===== config.mk =====
export PLATFORM = sky130hd
export DESIGN_NAME = cpuCore
export DESIGN_NICKNAME = d
export VERILOG_FILES = /design/src/common/cpuCore_pkg.sv /design/src/source/cpuCore.sv /design/src/source/retireMerge.sv /design/src/execute/cbUnit.sv /design/src/execute/logicUnit.sv /design/src/source/registerFile.sv /design/src/decode/opcodeDecoder.sv /design/src/source/handshakeStage.sv
export VERILOG_INCLUDE_DIRS = /design/src /design/src/common
export SDC_FILE = /design/constraint.sdc
export NUM_CORES = 1
export LEC_CHECK = 0
export ABC_AREA = 1
export BUFFER_PORTS_ARGS = -buffer_cell sky130_fd_sc_hd__clkbuf_2
export CAP_MARGIN = 0
export CELL_PAD_IN_SITES_DETAIL_PLACEMENT = 1
export CELL_PAD_IN_SITES_GLOBAL_PLACEMENT = 1
export CORE_MARGIN = 5
export CORE_UTILIZATION = 41
export DETAILED_ROUTE_END_ITERATION = 10
export PLACE_DENSITY_LB_ADDON = 0.1
export SYNTH_ARGS = -nofsm -noshare
export SYNTH_HDL_FRONTEND = slang
export SYNTH_SLANG_ARGS = --single-unit

===== constraint.sdc =====
create_clock -name iClock -period 3.4 [get_ports iClock]
set_input_delay 0.17 -clock iClock [delete_from_list [all_inputs] [get_ports iClock]]
set_output_delay 0.17 -clock iClock [all_outputs]
set_load 0.05 [all_outputs]

===== src/common/cpuCore_macros.svh =====
`ifndef CPUCORE_MACROS_SVH
`define CPUCORE_MACROS_SVH

// Datapath sizes
`define DATA_WIDTH 8 // Registers and data bytes
`define REG_COUNT 8 // Operand slots B C D E H L (HL) A

// Register slots as encoded in the opcode
`define REG_HL 6 // Memory operand, not supported here
`define REG_A 7 // Accumulator

// Prefix byte for the extended table
`define CB_PREFIX 8'hCB

// Flag bit positions, all other bits read as zero
`define FLAG_Z 7
`define FLAG_C 4

`endif

===== src/common/cpuCore_pkg.sv =====
`include "cpuCore_macros.svh"

package cpuCore_pkg;

	typedef logic [$clog2(`REG_COUNT)-1:0] regIndexT; // Register slot
	typedef logic [`DATA_WIDTH-1:0] dataT;

	// Micro-op kinds produced by the decoder
	typedef enum logic [2:0]
	{
		ldReg, // LD r,r'
		ldImm, // LD r,n
		andA, // AND r
		xorA, // XOR r
		rl, // CB RL r
		bitTest, // CB BIT b,r
		illegal
	} opKindT;

	// One micro-op per instruction
	typedef struct packed
	{
		opKindT kind;
		dataT opcode; // Opcode byte, after the prefix if any
		logic cb; // Prefix was seen
		regIndexT dst;
		regIndexT src;
		logic [2:0] bitSel; // Bit number for BIT
		dataT imm; // Data byte of LD r,n
	} uopT;

	// Output of an execution unit
	typedef struct packed
	{
		dataT value;
		dataT flags;
		logic writeReg; // Value goes to the register file
	} execResultT;

	// One record per retired instruction
	typedef struct packed
	{
		dataT opcode;
		logic cb;
		logic illegal;
		regIndexT dst;
		dataT value;
		dataT flags;
		logic writeReg;
	} retireT;

endpackage


===== src/source/cpuCore.sv =====
`timescale 1ns/1ps

module cpuCore
(
	input logic iClock,
	input logic rstN,
	input cpuCore_pkg::dataT opcodeByte,
	input logic opcodeValid,
	output logic opcodeReady,
	output cpuCore_pkg::retireT retire,
	output logic retireValid,
	input logic retireReady
);

	cpuCore_pkg::uopT uop;
	logic uopValid;
	logic uopReady;
	cpuCore_pkg::dataT srcData;
	cpuCore_pkg::dataT accData;
	cpuCore_pkg::dataT flags;
	cpuCore_pkg::execResultT logicResult;
	cpuCore_pkg::execResultT cbResult;
	logic writeEn;
	cpuCore_pkg::regIndexT writeIdx;
	cpuCore_pkg::dataT writeData;
	logic flagsEn;
	cpuCore_pkg::dataT flagsData;

	opcodeDecoder u_opcodeDecoder
	(
		.iClock(iClock),
		.rstN(rstN),
		.opcodeByte(opcodeByte),
		.opcodeValid(opcodeValid),
		.opcodeReady(opcodeReady),
		.uop(uop),
		.uopValid(uopValid),
		.uopReady(uopReady)
	);

	// Operands read straight from the micro-op stage
	registerFile u_registerFile
	(
		.iClock(iClock),
		.rstN(rstN),
		.srcIdx(uop.src),
		.srcData(srcData),
		.accData(accData),
		.flags(flags),
		.writeEn(writeEn),
		.writeIdx(writeIdx),
		.writeData(writeData),
		.flagsEn(flagsEn),
		.flagsData(flagsData)
	);

	// ----------------------------------------------------------
	// Both units see the same micro-op
	logicUnit u_logicUnit
	(
		.uop(uop),
		.srcData(srcData),
		.accData(accData),
		.flags(flags),
		.result(logicResult)
	);

	cbUnit u_cbUnit
	(
		.uop(uop),
		.srcData(srcData),
		.flags(flags),
		.result(cbResult)
	);

	retireMerge u_retireMerge
	(
		.iClock(iClock),
		.rstN(rstN),
		.uop(uop),
		.uopValid(uopValid),
		.uopReady(uopReady),
		.logicResult(logicResult),
		.cbResult(cbResult),
		.writeEn(writeEn),
		.writeIdx(writeIdx),
		.writeData(writeData),
		.flagsEn(flagsEn),
		.flagsData(flagsData),
		.retire(retire),
		.retireValid(retireValid),
		.retireReady(retireReady)
	);

endmodule


===== src/source/retireMerge.sv =====
`timescale 1ns/1ps

module retireMerge
(
	input logic iClock,
	input logic rstN,
	input cpuCore_pkg::uopT uop,
	input logic uopValid,
	output logic uopReady,
	input cpuCore_pkg::execResultT logicResult,
	input cpuCore_pkg::execResultT cbResult,
	output logic writeEn,
	output cpuCore_pkg::regIndexT writeIdx,
	output cpuCore_pkg::dataT writeData,
	output logic flagsEn,
	output cpuCore_pkg::dataT flagsData,
	output cpuCore_pkg::retireT retire,
	output logic retireValid,
	input logic retireReady
);

	cpuCore_pkg::execResultT chosen;
	cpuCore_pkg::retireT record;
	logic isCbOp;
	logic isIllegal;
	logic load;

	assign isCbOp = (uop.kind == cpuCore_pkg::rl) || (uop.kind == cpuCore_pkg::bitTest);
	assign isIllegal = (uop.kind == cpuCore_pkg::illegal);
	assign chosen = isCbOp ? cbResult : logicResult;

	always_comb
	begin
		record.opcode = uop.opcode;
		record.cb = uop.cb;
		record.illegal = isIllegal;
		record.dst = uop.dst;
		record.value = chosen.value;
		record.flags = chosen.flags; // Unchanged flags when illegal
		record.writeReg = chosen.writeReg && !isIllegal;
	end

	// ----------------------------------------------------------
	// Write back on the loading edge only
	assign load = uopValid && uopReady;
	assign writeEn = load && record.writeReg;
	assign writeIdx = uop.dst;
	assign writeData = chosen.value;
	assign flagsEn = load && !isIllegal;
	assign flagsData = chosen.flags;

	handshakeStage #(.payloadT(cpuCore_pkg::retireT)) u_retireStage
	(
		.iClock(iClock),
		.rstN(rstN),
		.inData(record),
		.inValid(uopValid),
		.inReady(uopReady),
		.outData(retire),
		.outValid(retireValid),
		.outReady(retireReady)
	);

endmodule


===== src/execute/cbUnit.sv =====
`timescale 1ns/1ps
`include "cpuCore_macros.svh"

module cbUnit
(
	input cpuCore_pkg::uopT uop,
	input cpuCore_pkg::dataT srcData,
	input cpuCore_pkg::dataT flags,
	output cpuCore_pkg::execResultT result
);

	cpuCore_pkg::dataT bitMask;
	cpuCore_pkg::dataT rotated;
	cpuCore_pkg::dataT tested;

	// One-hot mask from the bit number
	assign bitMask = cpuCore_pkg::dataT'(1) << uop.bitSel;

	// Old carry enters at bit 0
	assign rotated = {srcData[`DATA_WIDTH-2:0], flags[`FLAG_C]};
	assign tested = srcData & bitMask;

	always_comb
	begin
		result.value = '0;
		result.flags = flags;
		result.writeReg = 1'b0;
		case (uop.kind)
			cpuCore_pkg::rl:
			begin
				result.value = rotated;
				result.flags = '0;
				result.flags[`FLAG_Z] = (rotated == '0);
				result.flags[`FLAG_C] = srcData[`DATA_WIDTH-1]; // Bit 7 goes to carry
				result.writeReg = 1'b1;
			end
			cpuCore_pkg::bitTest:
			begin
				result.value = tested;
				result.flags = '0;
				result.flags[`FLAG_Z] = (tested == '0);
				result.flags[`FLAG_C] = flags[`FLAG_C];
			end
			default:
			begin
				result.writeReg = 1'b0; // Not a CB op
			end
		endcase
	end

endmodule


===== src/execute/logicUnit.sv =====
`timescale 1ns/1ps
`include "cpuCore_macros.svh"

module logicUnit
(
	input cpuCore_pkg::uopT uop,
	input cpuCore_pkg::dataT srcData,
	input cpuCore_pkg::dataT accData,
	input cpuCore_pkg::dataT flags,
	output cpuCore_pkg::execResultT result
);

	cpuCore_pkg::dataT value;
	cpuCore_pkg::dataT logicFlags;
	logic logicOp; // AND or XOR, which rewrite the flags

	always_comb
	begin
		value = '0;
		case (uop.kind)
			cpuCore_pkg::ldReg: value = srcData;
			cpuCore_pkg::ldImm: value = uop.imm;
			cpuCore_pkg::andA: value = accData & srcData;
			cpuCore_pkg::xorA: value = accData ^ srcData;
			default: value = '0;
		endcase
	end

	assign logicOp = (uop.kind == cpuCore_pkg::andA) || (uop.kind == cpuCore_pkg::xorA);

	always_comb
	begin
		logicFlags = '0; // C cleared
		logicFlags[`FLAG_Z] = (value == '0);
	end

	assign result.value = value;
	assign result.flags = logicOp ? logicFlags : flags; // LD leaves flags alone
	assign result.writeReg = logicOp || (uop.kind == cpuCore_pkg::ldReg)
		|| (uop.kind == cpuCore_pkg::ldImm);

endmodule


===== src/source/registerFile.sv =====
`timescale 1ns/1ps
`include "cpuCore_macros.svh"

module registerFile
(
	input logic iClock,
	input logic rstN,
	input cpuCore_pkg::regIndexT srcIdx,
	output cpuCore_pkg::dataT srcData,
	output cpuCore_pkg::dataT accData,
	output cpuCore_pkg::dataT flags,
	input logic writeEn,
	input cpuCore_pkg::regIndexT writeIdx,
	input cpuCore_pkg::dataT writeData,
	input logic flagsEn,
	input cpuCore_pkg::dataT flagsData
);

	// Only Z and C are kept
	localparam cpuCore_pkg::dataT flagMask = cpuCore_pkg::dataT'((1 << `FLAG_Z) | (1 << `FLAG_C));

	cpuCore_pkg::dataT slotData [`REG_COUNT];
	cpuCore_pkg::dataT flagsReg;

	for (genvar i = 0; i < `REG_COUNT; i++)
	begin : gSlot
		if (i == `REG_HL)
		begin : gHole
			assign slotData[i] = '0; // (HL) has no storage
		end
		else
		begin : gReg
			cpuCore_pkg::dataT value;

			always_ff @(posedge iClock or negedge rstN)
			begin
				if (!rstN)
					value <= '0;
				else if (writeEn && writeIdx == cpuCore_pkg::regIndexT'(i))
					value <= writeData;
			end

			assign slotData[i] = value;
		end
	end

	always_ff @(posedge iClock or negedge rstN)
	begin
		if (!rstN)
			flagsReg <= '0;
		else if (flagsEn)
			flagsReg <= flagsData & flagMask;
	end

	assign srcData = slotData[srcIdx];
	assign accData = slotData[`REG_A];
	assign flags = flagsReg;

endmodule


===== src/decode/opcodeDecoder.sv =====
`timescale 1ns/1ps
`include "cpuCore_macros.svh"

module opcodeDecoder
(
	input logic iClock,
	input logic rstN,
	input cpuCore_pkg::dataT opcodeByte,
	input logic opcodeValid,
	output logic opcodeReady,
	output cpuCore_pkg::uopT uop,
	output logic uopValid,
	input logic uopReady
);

	typedef enum logic [1:0] {stBase, stPrefix, stImmediate} decStateT;

	decStateT state;
	cpuCore_pkg::dataT pendingOp; // Opcode of LD r,n waiting for its data byte
	cpuCore_pkg::uopT nextUop;
	logic isPrefix;
	logic isLdImm;
	logic byteAccepted;

	assign isPrefix = (state == stBase) && (opcodeByte == `CB_PREFIX);
	// 00rrr110 takes a data byte, (HL) included
	assign isLdImm = (state == stBase) && (opcodeByte[7:6] == 2'b00)
		&& (opcodeByte[2:0] == 3'b110);
	assign byteAccepted = opcodeValid && opcodeReady;

	// ----------------------------------------------------------
	// Multi-byte tracking
	always_ff @(posedge iClock or negedge rstN)
	begin
		if (!rstN)
			state <= stBase;
		else if (byteAccepted)
		begin
			if (isPrefix)
				state <= stPrefix;
			else if (isLdImm)
				state <= stImmediate;
			else
				state <= stBase; // Final byte ends the instruction
		end
	end

	always_ff @(posedge iClock)
	begin
		if (byteAccepted && isLdImm)
			pendingOp <= opcodeByte;
	end

	// ----------------------------------------------------------
	// Classification of the final byte
	always_comb
	begin
		nextUop = '0;
		nextUop.kind = cpuCore_pkg::illegal;
		nextUop.opcode = opcodeByte;
		nextUop.dst = opcodeByte[5:3];
		nextUop.src = opcodeByte[2:0];
		case (state)
			stImmediate:
			begin
				nextUop.opcode = pendingOp;
				nextUop.dst = pendingOp[5:3];
				nextUop.imm = opcodeByte;
				if (pendingOp[5:3] != `REG_HL)
					nextUop.kind = cpuCore_pkg::ldImm;
			end
			stPrefix:
			begin
				nextUop.cb = 1'b1;
				nextUop.dst = opcodeByte[2:0]; // Both CB forms work in place
				if (opcodeByte[2:0] == `REG_HL)
					nextUop.kind = cpuCore_pkg::illegal;
				else if (opcodeByte[7:3] == 5'b00010)
					nextUop.kind = cpuCore_pkg::rl;
				else if (opcodeByte[7:6] == 2'b01)
				begin
					nextUop.kind = cpuCore_pkg::bitTest;
					nextUop.bitSel = opcodeByte[5:3];
				end
			end
			default:
			begin
				if (opcodeByte[7:6] == 2'b01)
				begin
					// 0x76 lands here too and stays illegal
					if (opcodeByte[5:3] != `REG_HL && opcodeByte[2:0] != `REG_HL)
						nextUop.kind = cpuCore_pkg::ldReg;
				end
				else if (opcodeByte[7:4] == 4'hA && opcodeByte[2:0] != `REG_HL)
				begin
					nextUop.dst = `REG_A;
					nextUop.kind = opcodeByte[3] ? cpuCore_pkg::xorA : cpuCore_pkg::andA;
				end
			end
		endcase
	end

	// Prefix and first immediate byte go no further than the state register
	handshakeStage #(.payloadT(cpuCore_pkg::uopT)) u_uopStage
	(
		.iClock(iClock),
		.rstN(rstN),
		.inData(nextUop),
		.inValid(opcodeValid && !isPrefix && !isLdImm),
		.inReady(opcodeReady),
		.outData(uop),
		.outValid(uopValid),
		.outReady(uopReady)
	);

endmodule


===== src/source/handshakeStage.sv =====
`timescale 1ns/1ps

module handshakeStage
#(
	parameter type payloadT = logic [7:0]
)
(
	input logic iClock,
	input logic rstN,
	input payloadT inData,
	input logic inValid,
	output logic inReady,
	output payloadT outData,
	output logic outValid,
	input logic outReady
);

	payloadT dataReg;
	logic validReg;

	// Take a new item when empty or while the current one leaves
	assign inReady = !validReg || outReady;

	always_ff @(posedge iClock or negedge rstN)
	begin
		if (!rstN)
			validReg <= 1'b0;
		else if (inReady)
			validReg <= inValid;
	end

	always_ff @(posedge iClock)
	begin
		if (inValid && inReady)
			dataReg <= inData;
	end

	assign outData = dataReg;
	assign outValid = validReg;

endmodule


* Yosys cells after proc, flatten, opt, wreduce, memory -nomap -nowiden
Cells that the tools add are included.
Word-level totals: bits in registers 129, logic and storage cells 120, output and inout port bits 32, latch bits 0, memories kept 0, ROM bits 0, bits in writable memories 0, input port bits 12
Operators by class: equality and inequality tests 22, mux-type cells 24, divide/modulo/power cells 0, bitwise gates (word level) 6, $mul 0, $lt $le $gt $ge 1, reduce and logical (&&, ||, !) cells 40, shift-type cells 1, add/subtract/negate cells 0
Operators with widths (count):
- $mux W8 | 4
- $pmux W16 S2 | 1
- $pmux W8 S4 | 1
- $bmux W8 S3 | 1
- $logic_not A8 Y1 | 3
- $eq A3 B3 Y1 const B | 7
- $logic_and A1 B1 Y1 | 21
- $mux W3 | 7
- $mux W17 | 1
- $and A8 B8 Y8 | 2
- $eq A3 B2 Y1 const B | 4
- $pmux W3 S2 | 2
- $ne A3 B3 Y1 const B | 3
- $eq A8 B8 Y1 const B | 1
- $mux W2 | 4
- $shl A1 B3 Y8 const A | 1
- $xor A8 B8 Y8 | 1
- $eq A3 B1 Y1 const B | 2
- $logic_not A3 Y1 | 2
- $logic_or A1 B1 Y1 | 6
- $eq A5 B2 Y1 const B | 1
- $logic_not A1 Y1 | 5
- $eq A2 B1 Y1 const B | 2
- $eq A4 B4 Y1 const B | 1
- 7 further kinds | 11

* Longest topological paths before layout
Gate-level depths: netlist (run 1).
word-level depth 12, mapped depth 22, gate-level depth less buffers 20

* By module
From an unflattened synthesis (run 1), not the netlist that was laid out.
Second synthesis, totals: cells, all modules 844, area, all modules 6929.1 µm²
By module, submodules not included:
- registerFile | instances 1, area each 2899.0 µm², cells each 390, sequential area each 1451.4 µm²
- handshakeStage at u_retireMerge.u_retireStage | instances 1, area each 945.9 µm², cells each 36, sequential area each 925.9 µm²
- handshakeStage at u_opcodeDecoder.u_uopStage | instances 1, area each 915.9 µm², cells each 35, sequential area each 895.9 µm²
- opcodeDecoder | instances 1, area each 797.0 µm², cells each 114, sequential area each 290.3 µm²
- logicUnit | instances 1, area each 544.3 µm², cells each 106, sequential area each 0.0 µm²
- retireMerge | instances 1, area each 435.4 µm², cells each 84, sequential area each 0.0 µm²
- cbUnit | instances 1, area each 391.6 µm², cells each 79, sequential area each 0.0 µm²

* Least setup slack after synthesis (run 1)
No wires, ideal clock.
path kind reg2reg, start point register u_retireMerge.u_retireStage.validReg, in the netlist u_retireMerge.u_retireStage.outValid, end point register u_opcodeDecoder.u_uopStage.dataReg (netlist bit u_opcodeDecoder.u_uopStage.outData[0]) (enable), buffers on the path 0, cell stages (with the launch flop) 6, clock period less this slack 3.039 ns, setup time 0.415 ns, required time 2.985 ns, arrival time 2.624 ns, setup slack 0.361 ns, path through dfrtp_1 nand3_1 nand2_1 inv_1 o31ai_1 nor2_1
Between the ends: longest elaborated chain between the ends 4
RTL lines:
- start: declaration | line handshakeStage.sv:19 | logic validReg;
- start signal: assignment | line handshakeStage.sv:29 | validReg <= inValid;
- $logic_not A1 Y1 | line handshakeStage.sv:22 | assign inReady = !validReg || outReady;
- $logic_or A1 B1 Y1 (2 in a row) | line handshakeStage.sv:22
- named net opcodeReady | line cpuCore.sv:9 | output logic opcodeReady,
- $logic_and A1 B1 Y1 | line handshakeStage.sv:34 | if (inValid && inReady)
- end signal: assignment | line handshakeStage.sv:35 | dataReg <= inData;
- end: declaration | line handshakeStage.sv:18 | payloadT dataReg;
The timed path passes the listed nets, and every way through them passes these cells. A chain may end at the register's enable or synchronous reset.

* Worst setup path after layout (run 1)
start point register u_opcodeDecoder.u_uopStage.dataReg (netlist bit u_opcodeDecoder.u_uopStage.outData[12]), end point register u_retireMerge.u_retireStage.dataReg (netlist bit u_retireMerge.u_retireStage.outData[9]), data pin
Between the ends: longest elaborated chain between the ends 7, elaborated cells between the ends (all ways) 10, those cells by class mux (6); bitwise (4)
RTL lines:
- $not A3 Y4 (not written as such) * | line registerFile.sv:55 | assign srcData = slotData[srcIdx];
- $bmux W8 S3 * | line registerFile.sv:55
- $mux W8 (not written as such) * (2 in a row) | line registerFile.sv:55
- $xor A8 B8 Y8, or another cell as far along | line logicUnit.sv:24 | cpuCore_pkg::xorA: value = accData ^ srcData;
- $pmux W8 S4 or $pmux W16 S2 (tied branches) | line logicUnit.sv:20, cbUnit.sv:28
- $mux W17 * | line retireMerge.sv:30 | assign chosen = isCbOp ? cbResult : logicResult;
- named net u_registerFile.writeData[0] | line registerFile.sv:14 | input cpuCore_pkg::dataT writeData,
- end signal: assignment | line handshakeStage.sv:35
- end: declaration | line handshakeStage.sv:18
The timed path passes the listed nets; every way through them passes the cells marked *. The select of a mux whose other input is x is not followed.

==> results of run 1 <==
-- cells in the mapped netlist (all sizes together) --
library cell	count
nor3b	1
o21bai	1
edfxtp	61
nor2	50
o22ai	1
o21ai	78
or2	1
nand3	52
nand2	211
a21oi	12
and2	3
a31oi	3
inv	100
a211oi	1
nor3	5
buf	16
o31ai	1
mux2	1
ha	11
conb	1
a31o	1
clkbuf	11
dfrtp	62
nand3b	1
nand4	10
a22o	1
o211ai	2
o21a	1
-- final cells by class --
| type | instances | area [um^2] | share of cell area [%] |
|---|---|---|---|
| timing repair buffer | 48 | 278 | 3.98 |
| clock buffer | 17 | 425 | 6.10 |
| inverter | 100 | 378 | 5.42 |
| clock inverter | 15 | 178 | 2.55 |
| sequential | 123 | 3380 | 48.5 |
| multi-input combinational | 454 | 2100 | 30.1 |
| tap | 184 | 230 | 3.30 |
-- cells in the final DEF (no fill, tap or decap), types with 12 or more instances in the layout --
cell / count
a21oi_1: 12
nor2_1: 47
clkbuf_2: 37
dfrtp_1: 62
o21ai_0: 78
edfxtp_1: 61
nand3_1: 51
nand2_1: 209
inv_1: 90
clkbuf_16: 17
-- worst reg2reg max path: cells and delay by family (launching register included) --
| family | cells | cell delay [ps] |
|---|---|---|
| AOI/OAI and AO/OA | 2 | 310 |
| adders and majority gates | 1 | 280 |
| and+or+nand+nor | 7 | 1070 |
| DFF | 1 | 620 |
| buffers and inverters | 2 | 420 |
-- layer usage --
layer / vias up / wire length (um) / GRT usage, %
met5: - / 0 / 0
met4: 0 / 299 / 7.50
met3: 22 / 616 / 4.27
met2: 84 / 9040 / 38.3
met1: 2368 / 7060 / 26.6
li1: 2349 / - / -
-- power breakdown --
part	total, uW	switching (uW)	internal, uW
Sequential	2140	213	1920
Combinational	1100	786	314
Clock	1860	753	1110
-- state kept, by name, indices dropped and copies added, names as in the netlist --
name                                  cells
u_opcodeDecoder.u_uopStage.outValid       1
u_opcodeDecoder.pendingOp                 8
u_registerFile.accData                    8
u_registerFile.gSlot.gReg.value          48
u_opcodeDecoder.state                     2
u_retireMerge.u_retireStage.outValid      1
u_opcodeDecoder.u_uopStage.outData       29
u_registerFile.flags                      2
u_retireMerge.u_retireStage.outData      24
-- kinds of logic after synthesis --
kind of cell / Yosys count
and+or+nand+nor: 334
buffers and inverters: 127
DFF: 123
AOI/OAI and AO/OA: 102
adders and majority gates: 11
muxes: 1
other: 1
-- what timing repair did --
| action | CTS | global route |
|---|---|---|
| endpoints found under the hold margin | 43 | 0 |
| resized for setup | 0 | 0 |
| hold buffers | 4 | 0 |
-- stage by stage --
| step | hold WS (ps) | utilization, % |
|---|---|---|
| after floorplan | -126 | - |
| after global placement | 380 | 43.9 |
| after detailed placement | 399 | 43.9 |
| after CTS | 1.30 | 48.3 |
| after global routing | 0.119 | 48.3 |
| final | 7.02 | 48.3 |
-- worst max path at each step --
stage / cells after the start / slack [ps] / start / endpoint
global route: 12 / 180 / u_opcodeDecoder.u_uopStage.outData[12]$_DFFE_PP_ / u_retireMerge.u_retireStage.outData[9]$_DFFE_PP_
detailed placement: 12 / 420 / u_opcodeDecoder.u_uopStage.outData[12]$_DFFE_PP_ / u_retireMerge.u_retireStage.outData[9]$_DFFE_PP_
floorplan: 5 / 360 / u_retireMerge.u_retireStage.outValid$_DFFE_PN0P_ / u_opcodeDecoder.u_uopStage.outData[0]$_SDFFCE_PN0P_
CTS: 12 / 440 / u_opcodeDecoder.u_uopStage.outData[12]$_DFFE_PP_ / u_retireMerge.u_retireStage.outData[9]$_DFFE_PP_
global placement: 18 / 530 / u_opcodeDecoder.u_uopStage.outData[12]$_DFFE_PP_ / u_registerFile.flags[7]$_DFFE_PN0P_
finish: 12 / 450 / u_opcodeDecoder.u_uopStage.outData[12]$_DFFE_PP_ / u_retireMerge.u_retireStage.outData[9]$_DFFE_PP_
==> results.sh, run 1 <==
export IMPL_fin_skew_ps=9.43
export IMPL_synth_top_area_share_pct=30.5
export IMPL_numPortBuffers=37
export IMPL_worst_slack_ps=454
export IMPL_stdcell_area_mm2=0.00697
export IMPL_crit_family="simple AND/OR/NAND/NOR gates"
export IMPL_htree_levels=4
export IMPL_hold_viol_final=0
export IMPL_yosysSeqAreaShare_pct=56.4
export IMPL_vdd_drop_max_v=0.000338
export IMPL_hp_class="primary input to flip-flop"
export IMPL_min_period_over_period_pct=86.6
export IMPL_start_kind="flip-flop"
export IMPL_fillers=1739
export IMPL_drive_gt1_share_pct=12.4
export IMPL_syn_inst=699
export IMPL_post_cts_buffers=0
export IMPL_grt_pass1_vias=5213
export IMPL_required_ps=3570
export IMPL_synth_area_top_cells="edfxtp_1, dfrtp_1, nand2_1"
export IMPL_core_mm2=0.0144
export IMPL_critical_path_class="flip-flop to flip-flop"
export IMPL_synth_area_per_cell_um2=8.58
export IMPL_crit_slowest_cell="edfxtp_1"
export IMPL_globalRouteTotalUtil_pct=21.7
export IMPL_crit_arrival_ps=3120
export IMPL_synth_area_mm2=0.00600
export IMPL_globalplace_congestion=0.898
export IMPL_critPathMaxFanout=14
export IMPL_slew_headroom_pct=31.6
export IMPL_critical_path_buf_inv_count=2
export IMPL_min_period_ps=2950
export IMPL_ant_nets=0
export IMPL_clk_pin_slew_ps=60
export IMPL_synthSimpleGateAreaFrac_pct=23.1
export IMPL_place_ws_ps=425
export IMPL_synth_compound_area_share_pct=8.97
export IMPL_n_antenna_cell=0
export IMPL_reg2reg_depth=12
export IMPL_power_density_mw_per_mm2=731
export IMPL_drt_iter0_drc=263
export IMPL_setup_viol=0
export IMPL_outcome="finished, final reports clean"
export IMPL_grt_pass1_wl_um=27800
export IMPL_cap_violations=0
export IMPL_cts_tree="done"
export IMPL_grt_antenna_before_repair=0
export IMPL_synth_distinct_cells=37
export IMPL_p_leak_uw=0.00325
export IMPL_yosys_warnings=0
export IMPL_fmax_mhz=339
export IMPL_cts_num_sinks=123
export IMPL_fin_nets=767
export IMPL_r2r_end="u_retireMerge.u_retireStage.outData[9]$_DFFE_PP_"
export IMPL_io_pins=44
export IMPL_totalPowerFinal_uw=5100
export IMPL_dr_total_vias=4823
export IMPL_die_area_mm2=0.0172
export IMPL_die_y_um=131
export IMPL_first_pass_iters=4
export IMPL_worst_slew_pin_slew_ps=1030
export IMPL_chipWidth_um=131
export IMPL_rsz0062_at_grt="no"
export IMPL_place_inst=905
export IMPL_r2r_slack_ps=450
export IMPL_numCtsBuffers=17
export IMPL_min_from="opcodeByte[6]"
export IMPL_synthMuxAreaShare_pct=0.188
export IMPL_route_detailed_drc=0
export IMPL_cp_slowest_stage_delay_ps=620
export IMPL_cp_common_cell="nand2_1"
export IMPL_root_buffer="clkbuf_16"
export IMPL_clock_latency_ps=430
export IMPL_synth_top_cell_by_area="edfxtp_1"
export IMPL_clk_path_buf_depth=2
export IMPL_end_kind="flip-flop"
export IMPL_r2r_start="u_opcodeDecoder.u_uopStage.outData[12]$_DFFE_PP_"
export IMPL_synth_fa_ha_area_share_pct=2.29
export IMPL_overflow=0
export IMPL_drt_wirelength_per_cell_um=18.1
export IMPL_ys_ff_latch=123
export IMPL_finalWirelength_um=17000
export IMPL_fin_setup_tns_ps=0
export IMPL_initial_core_util_pct=41.6
export IMPL_grt_max_degree=42
export IMPL_hold_depth=1
export IMPL_synth_top_family_by_area="simple AND/OR/NAND/NOR gates"
export IMPL_min_to="u_opcodeDecoder.pendingOp[6]$_DFFE_PP_"
export IMPL_final_max_slew_viol_count=0
export IMPL_area_delta_synth_final_pct=16.2
export IMPL_placed_cell_area_mm2=0.00633
export IMPL_crit_chain="inv_1 > nand3_1 > nand3_1 > and2_1 > ha_1 > nand2_1 > nand2_1 > a21oi_1 > nand2_1 > a22o_1 > nor2_2 > inv_1"
export IMPL_hpwl_um=12600
export IMPL_fin_cells=941
export IMPL_via_per_inst=5.13
export IMPL_synth_xor_xnor_area_share_pct=0
export IMPL_row_count=44
Power figures use the tool's default switching activity.
==> run 2, diff against run 1 <==
Settings changed: CELL_PAD_IN_SITES_DETAIL_PLACEMENT 1 to not set, CELL_PAD_IN_SITES_GLOBAL_PLACEMENT 1 to not set, PLACE_DENSITY_LB_ADDON 0.1 to not set.
==> results.sh, run 2 (synthesis gave the netlist of run 1 again) <==
export IMPL_worst_slack_ps=451
export IMPL_power_density_mw_per_mm2=729
export IMPL_finalWirelength_um=15700
export IMPL_critical_path_depth=12
export IMPL_setup_viol=0
export IMPL_crit_arrival_ps=3100
export IMPL_clk_pin_slew_ps=60
export IMPL_r2r_start="u_opcodeDecoder.u_uopStage.outData[12]$_DFFE_PP_"
export IMPL_fin_nets=766
export IMPL_n_antenna_cell=0
export IMPL_fin_skew_ps=18.7
export IMPL_cp_slowest_stage_delay_ps=620
export IMPL_cts_tree="done"
export IMPL_end_kind="flip-flop"
export IMPL_chipWidth_um=131
export IMPL_overflow=0
export IMPL_final_common_cell="nand2_1"
export IMPL_critical_path_class="flip-flop to flip-flop"
export IMPL_p_clk_share_pct=37.0
export IMPL_p_leak_uw=0.00326
export IMPL_numPortBuffers=37
export IMPL_drt_iter0_drc=331
export IMPL_initial_core_util_pct=41.6
export IMPL_grt_pass1_wl_um=25200
export IMPL_rsz0062_at_grt="no"
export IMPL_hold_viol_final=0
export IMPL_outcome="finished, final reports clean"
export IMPL_layout_common_cells="nand2_1, inv_1, o21ai_0"
export IMPL_p_sw_share_pct=33.1
export IMPL_start_kind="flip-flop"
export IMPL_top_register="u_registerFile.gSlot.gReg.value"
export IMPL_numCtsBuffers=17
export IMPL_drive_gt1_share_pct=12.3
export IMPL_route_detailed_drc=0
export IMPL_fmax_mhz=339
export IMPL_combPwrFrac_pct=21.1
export IMPL_grt_max_degree=36
export IMPL_slew_headroom_pct=45.1
export IMPL_power_internal_uw=3410
export IMPL_first_pass_iters=4
export IMPL_cap_violations=0
export IMPL_r2r_slack_ps=450
export IMPL_hold_depth=4
export IMPL_post_cts_buffers=0
export IMPL_die_y_um=131
export IMPL_final_max_slew_viol_count=0
export IMPL_crit_slowest_cell="edfxtp_1"
export IMPL_crit_chain="inv_1 > nand3_1 > nand3_1 > and2_1 > ha_1 > nand2_1 > nand2_1 > a21oi_1 > nand2_1 > a22o_1 > nor2_2 > inv_1"
export IMPL_drt_wirelength_per_cell_um=16.7
export IMPL_htree_levels=4
export IMPL_worst_hold_slack_ps=11.0
export IMPL_area_delta_synth_final_pct=16.6
export IMPL_ant_nets=0
export IMPL_required_ps=3550
export IMPL_r2r_end="u_retireMerge.u_retireStage.outData[9]$_DFFE_PP_"
export IMPL_clock_latency_ps=430
export IMPL_min_period_over_period_pct=86.7
export IMPL_globalplace_congestion=0.965
export IMPL_via_per_inst=5.09
export IMPL_globalRouteTotalUtil_pct=19.7
export IMPL_hp_class="primary input to flip-flop"
export IMPL_worst_slew_pin_slew_ps=823
export IMPL_min_from="retireReady"
export IMPL_power_frac_seq_pct=41.9
export IMPL_fin_setup_tns_ps=0
export IMPL_min_to="u_retireMerge.u_retireStage.outValid$_DFFE_PN0P_"
export IMPL_grt_antenna_before_repair=0
export IMPL_cp_common_cell="nand2_1"
export IMPL_core_mm2=0.0144
export IMPL_io_pins=44
export IMPL_vdd_drop_max_v=0.000401
export IMPL_critical_path_buf_inv_count=2
export IMPL_root_buffer="clkbuf_16"
export IMPL_cts_num_sinks=123
export IMPL_critPathMaxFanout=14
export IMPL_hpwl_um=11200
export IMPL_die_area_mm2=0.0172
export IMPL_p_switching_uw=1690
export IMPL_min_period_ps=2950
export IMPL_largest_reg_flops=48
export IMPL_clk_path_buf_depth=2
export IMPL_crit_family="simple AND/OR/NAND/NOR gates"
export IMPL_dr_total_vias=4784
export IMPL_row_count=44
export IMPL_grt_pass1_vias=4654
export IMPL_reg2reg_depth=12
export IMPL_place_ws_ps=461
==> run 2: power groups by stage <==
stage	combinational (uW)	sequential, uW	clock (uW)
after floorplan	647	2250	0
after global routing	1240	2170	2000
after global placement	1070	2150	0
after detailed placement	1080	2150	0
after CTS	1090	2130	1920
final	1080	2130	1890
==> run 2: area by class of cell <==
cell class,count,area [um^2]
inverters,100,378
flip-flops and latches,123,3380
clock inverters,11,118
fillers,1406,7430
multi-input cells,454,2100
well taps,184,230
clock buffers,21,514
repair buffers,47,273
==> run 2: worst max path at each step <==
stage                     slack, ps                                             endpoint                                             start
after floorplan                 360  u_opcodeDecoder.u_uopStage.outData[0]$_SDFFCE_PN0P_  u_retireMerge.u_retireStage.outValid$_DFFE_PN0P_
after global placement          460     u_retireMerge.u_retireStage.outData[9]$_DFFE_PP_  u_opcodeDecoder.u_uopStage.outData[12]$_DFFE_PP_
after detailed placement        460     u_retireMerge.u_retireStage.outData[9]$_DFFE_PP_  u_opcodeDecoder.u_uopStage.outData[12]$_DFFE_PP_
after CTS                       440     u_retireMerge.u_retireStage.outData[9]$_DFFE_PP_  u_opcodeDecoder.u_uopStage.outData[12]$_DFFE_PP_
after global routing            140                  u_registerFile.flags[7]$_DFFE_PN0P_  u_opcodeDecoder.u_uopStage.outData[12]$_DFFE_PP_
final                           450     u_retireMerge.u_retireStage.outData[9]$_DFFE_PP_  u_opcodeDecoder.u_uopStage.outData[12]$_DFFE_PP_
==> run 2: timing repair <==
action                                 4_1_cts  5_1_grt
gates resized for setup                      0        0
endpoints found under the hold margin       32        0
setup endpoints to repair                    0        0
hold buffers                                 5        0
==> run 2: routing by layer <==
layer | share of wire [%] | up-vias | track usage (%)
met2 | 47 | 147 | 30.8
li1 | - | 2344 | -
met4 | 2.3 | 0 | 7.44
met1 | 46 | 2267 | 26.6
met5 | 0 | - | 0
met3 | 5.4 | 26 | 4.59
==> run 2: through the flow <==
stage / cells / power, uW / utilization [%] / instance area (um^2)
floorplan: 704 / 2900 / - / 6020
global placement: 903 / 3220 / 43.8 / 6310
detailed placement: 903 / 3230 / 43.8 / 6310
CTS: 940 / 5140 / 48.5 / 7000
global route: 940 / 5400 / 48.5 / 7000
finish: 940 / 5100 / 48.5 / 7000
==> run 2: tightest hold or removal path, delay by kind of cell <==
family        cells  cell delay [ps]
simple gates      2              110
buf+inv           2              110
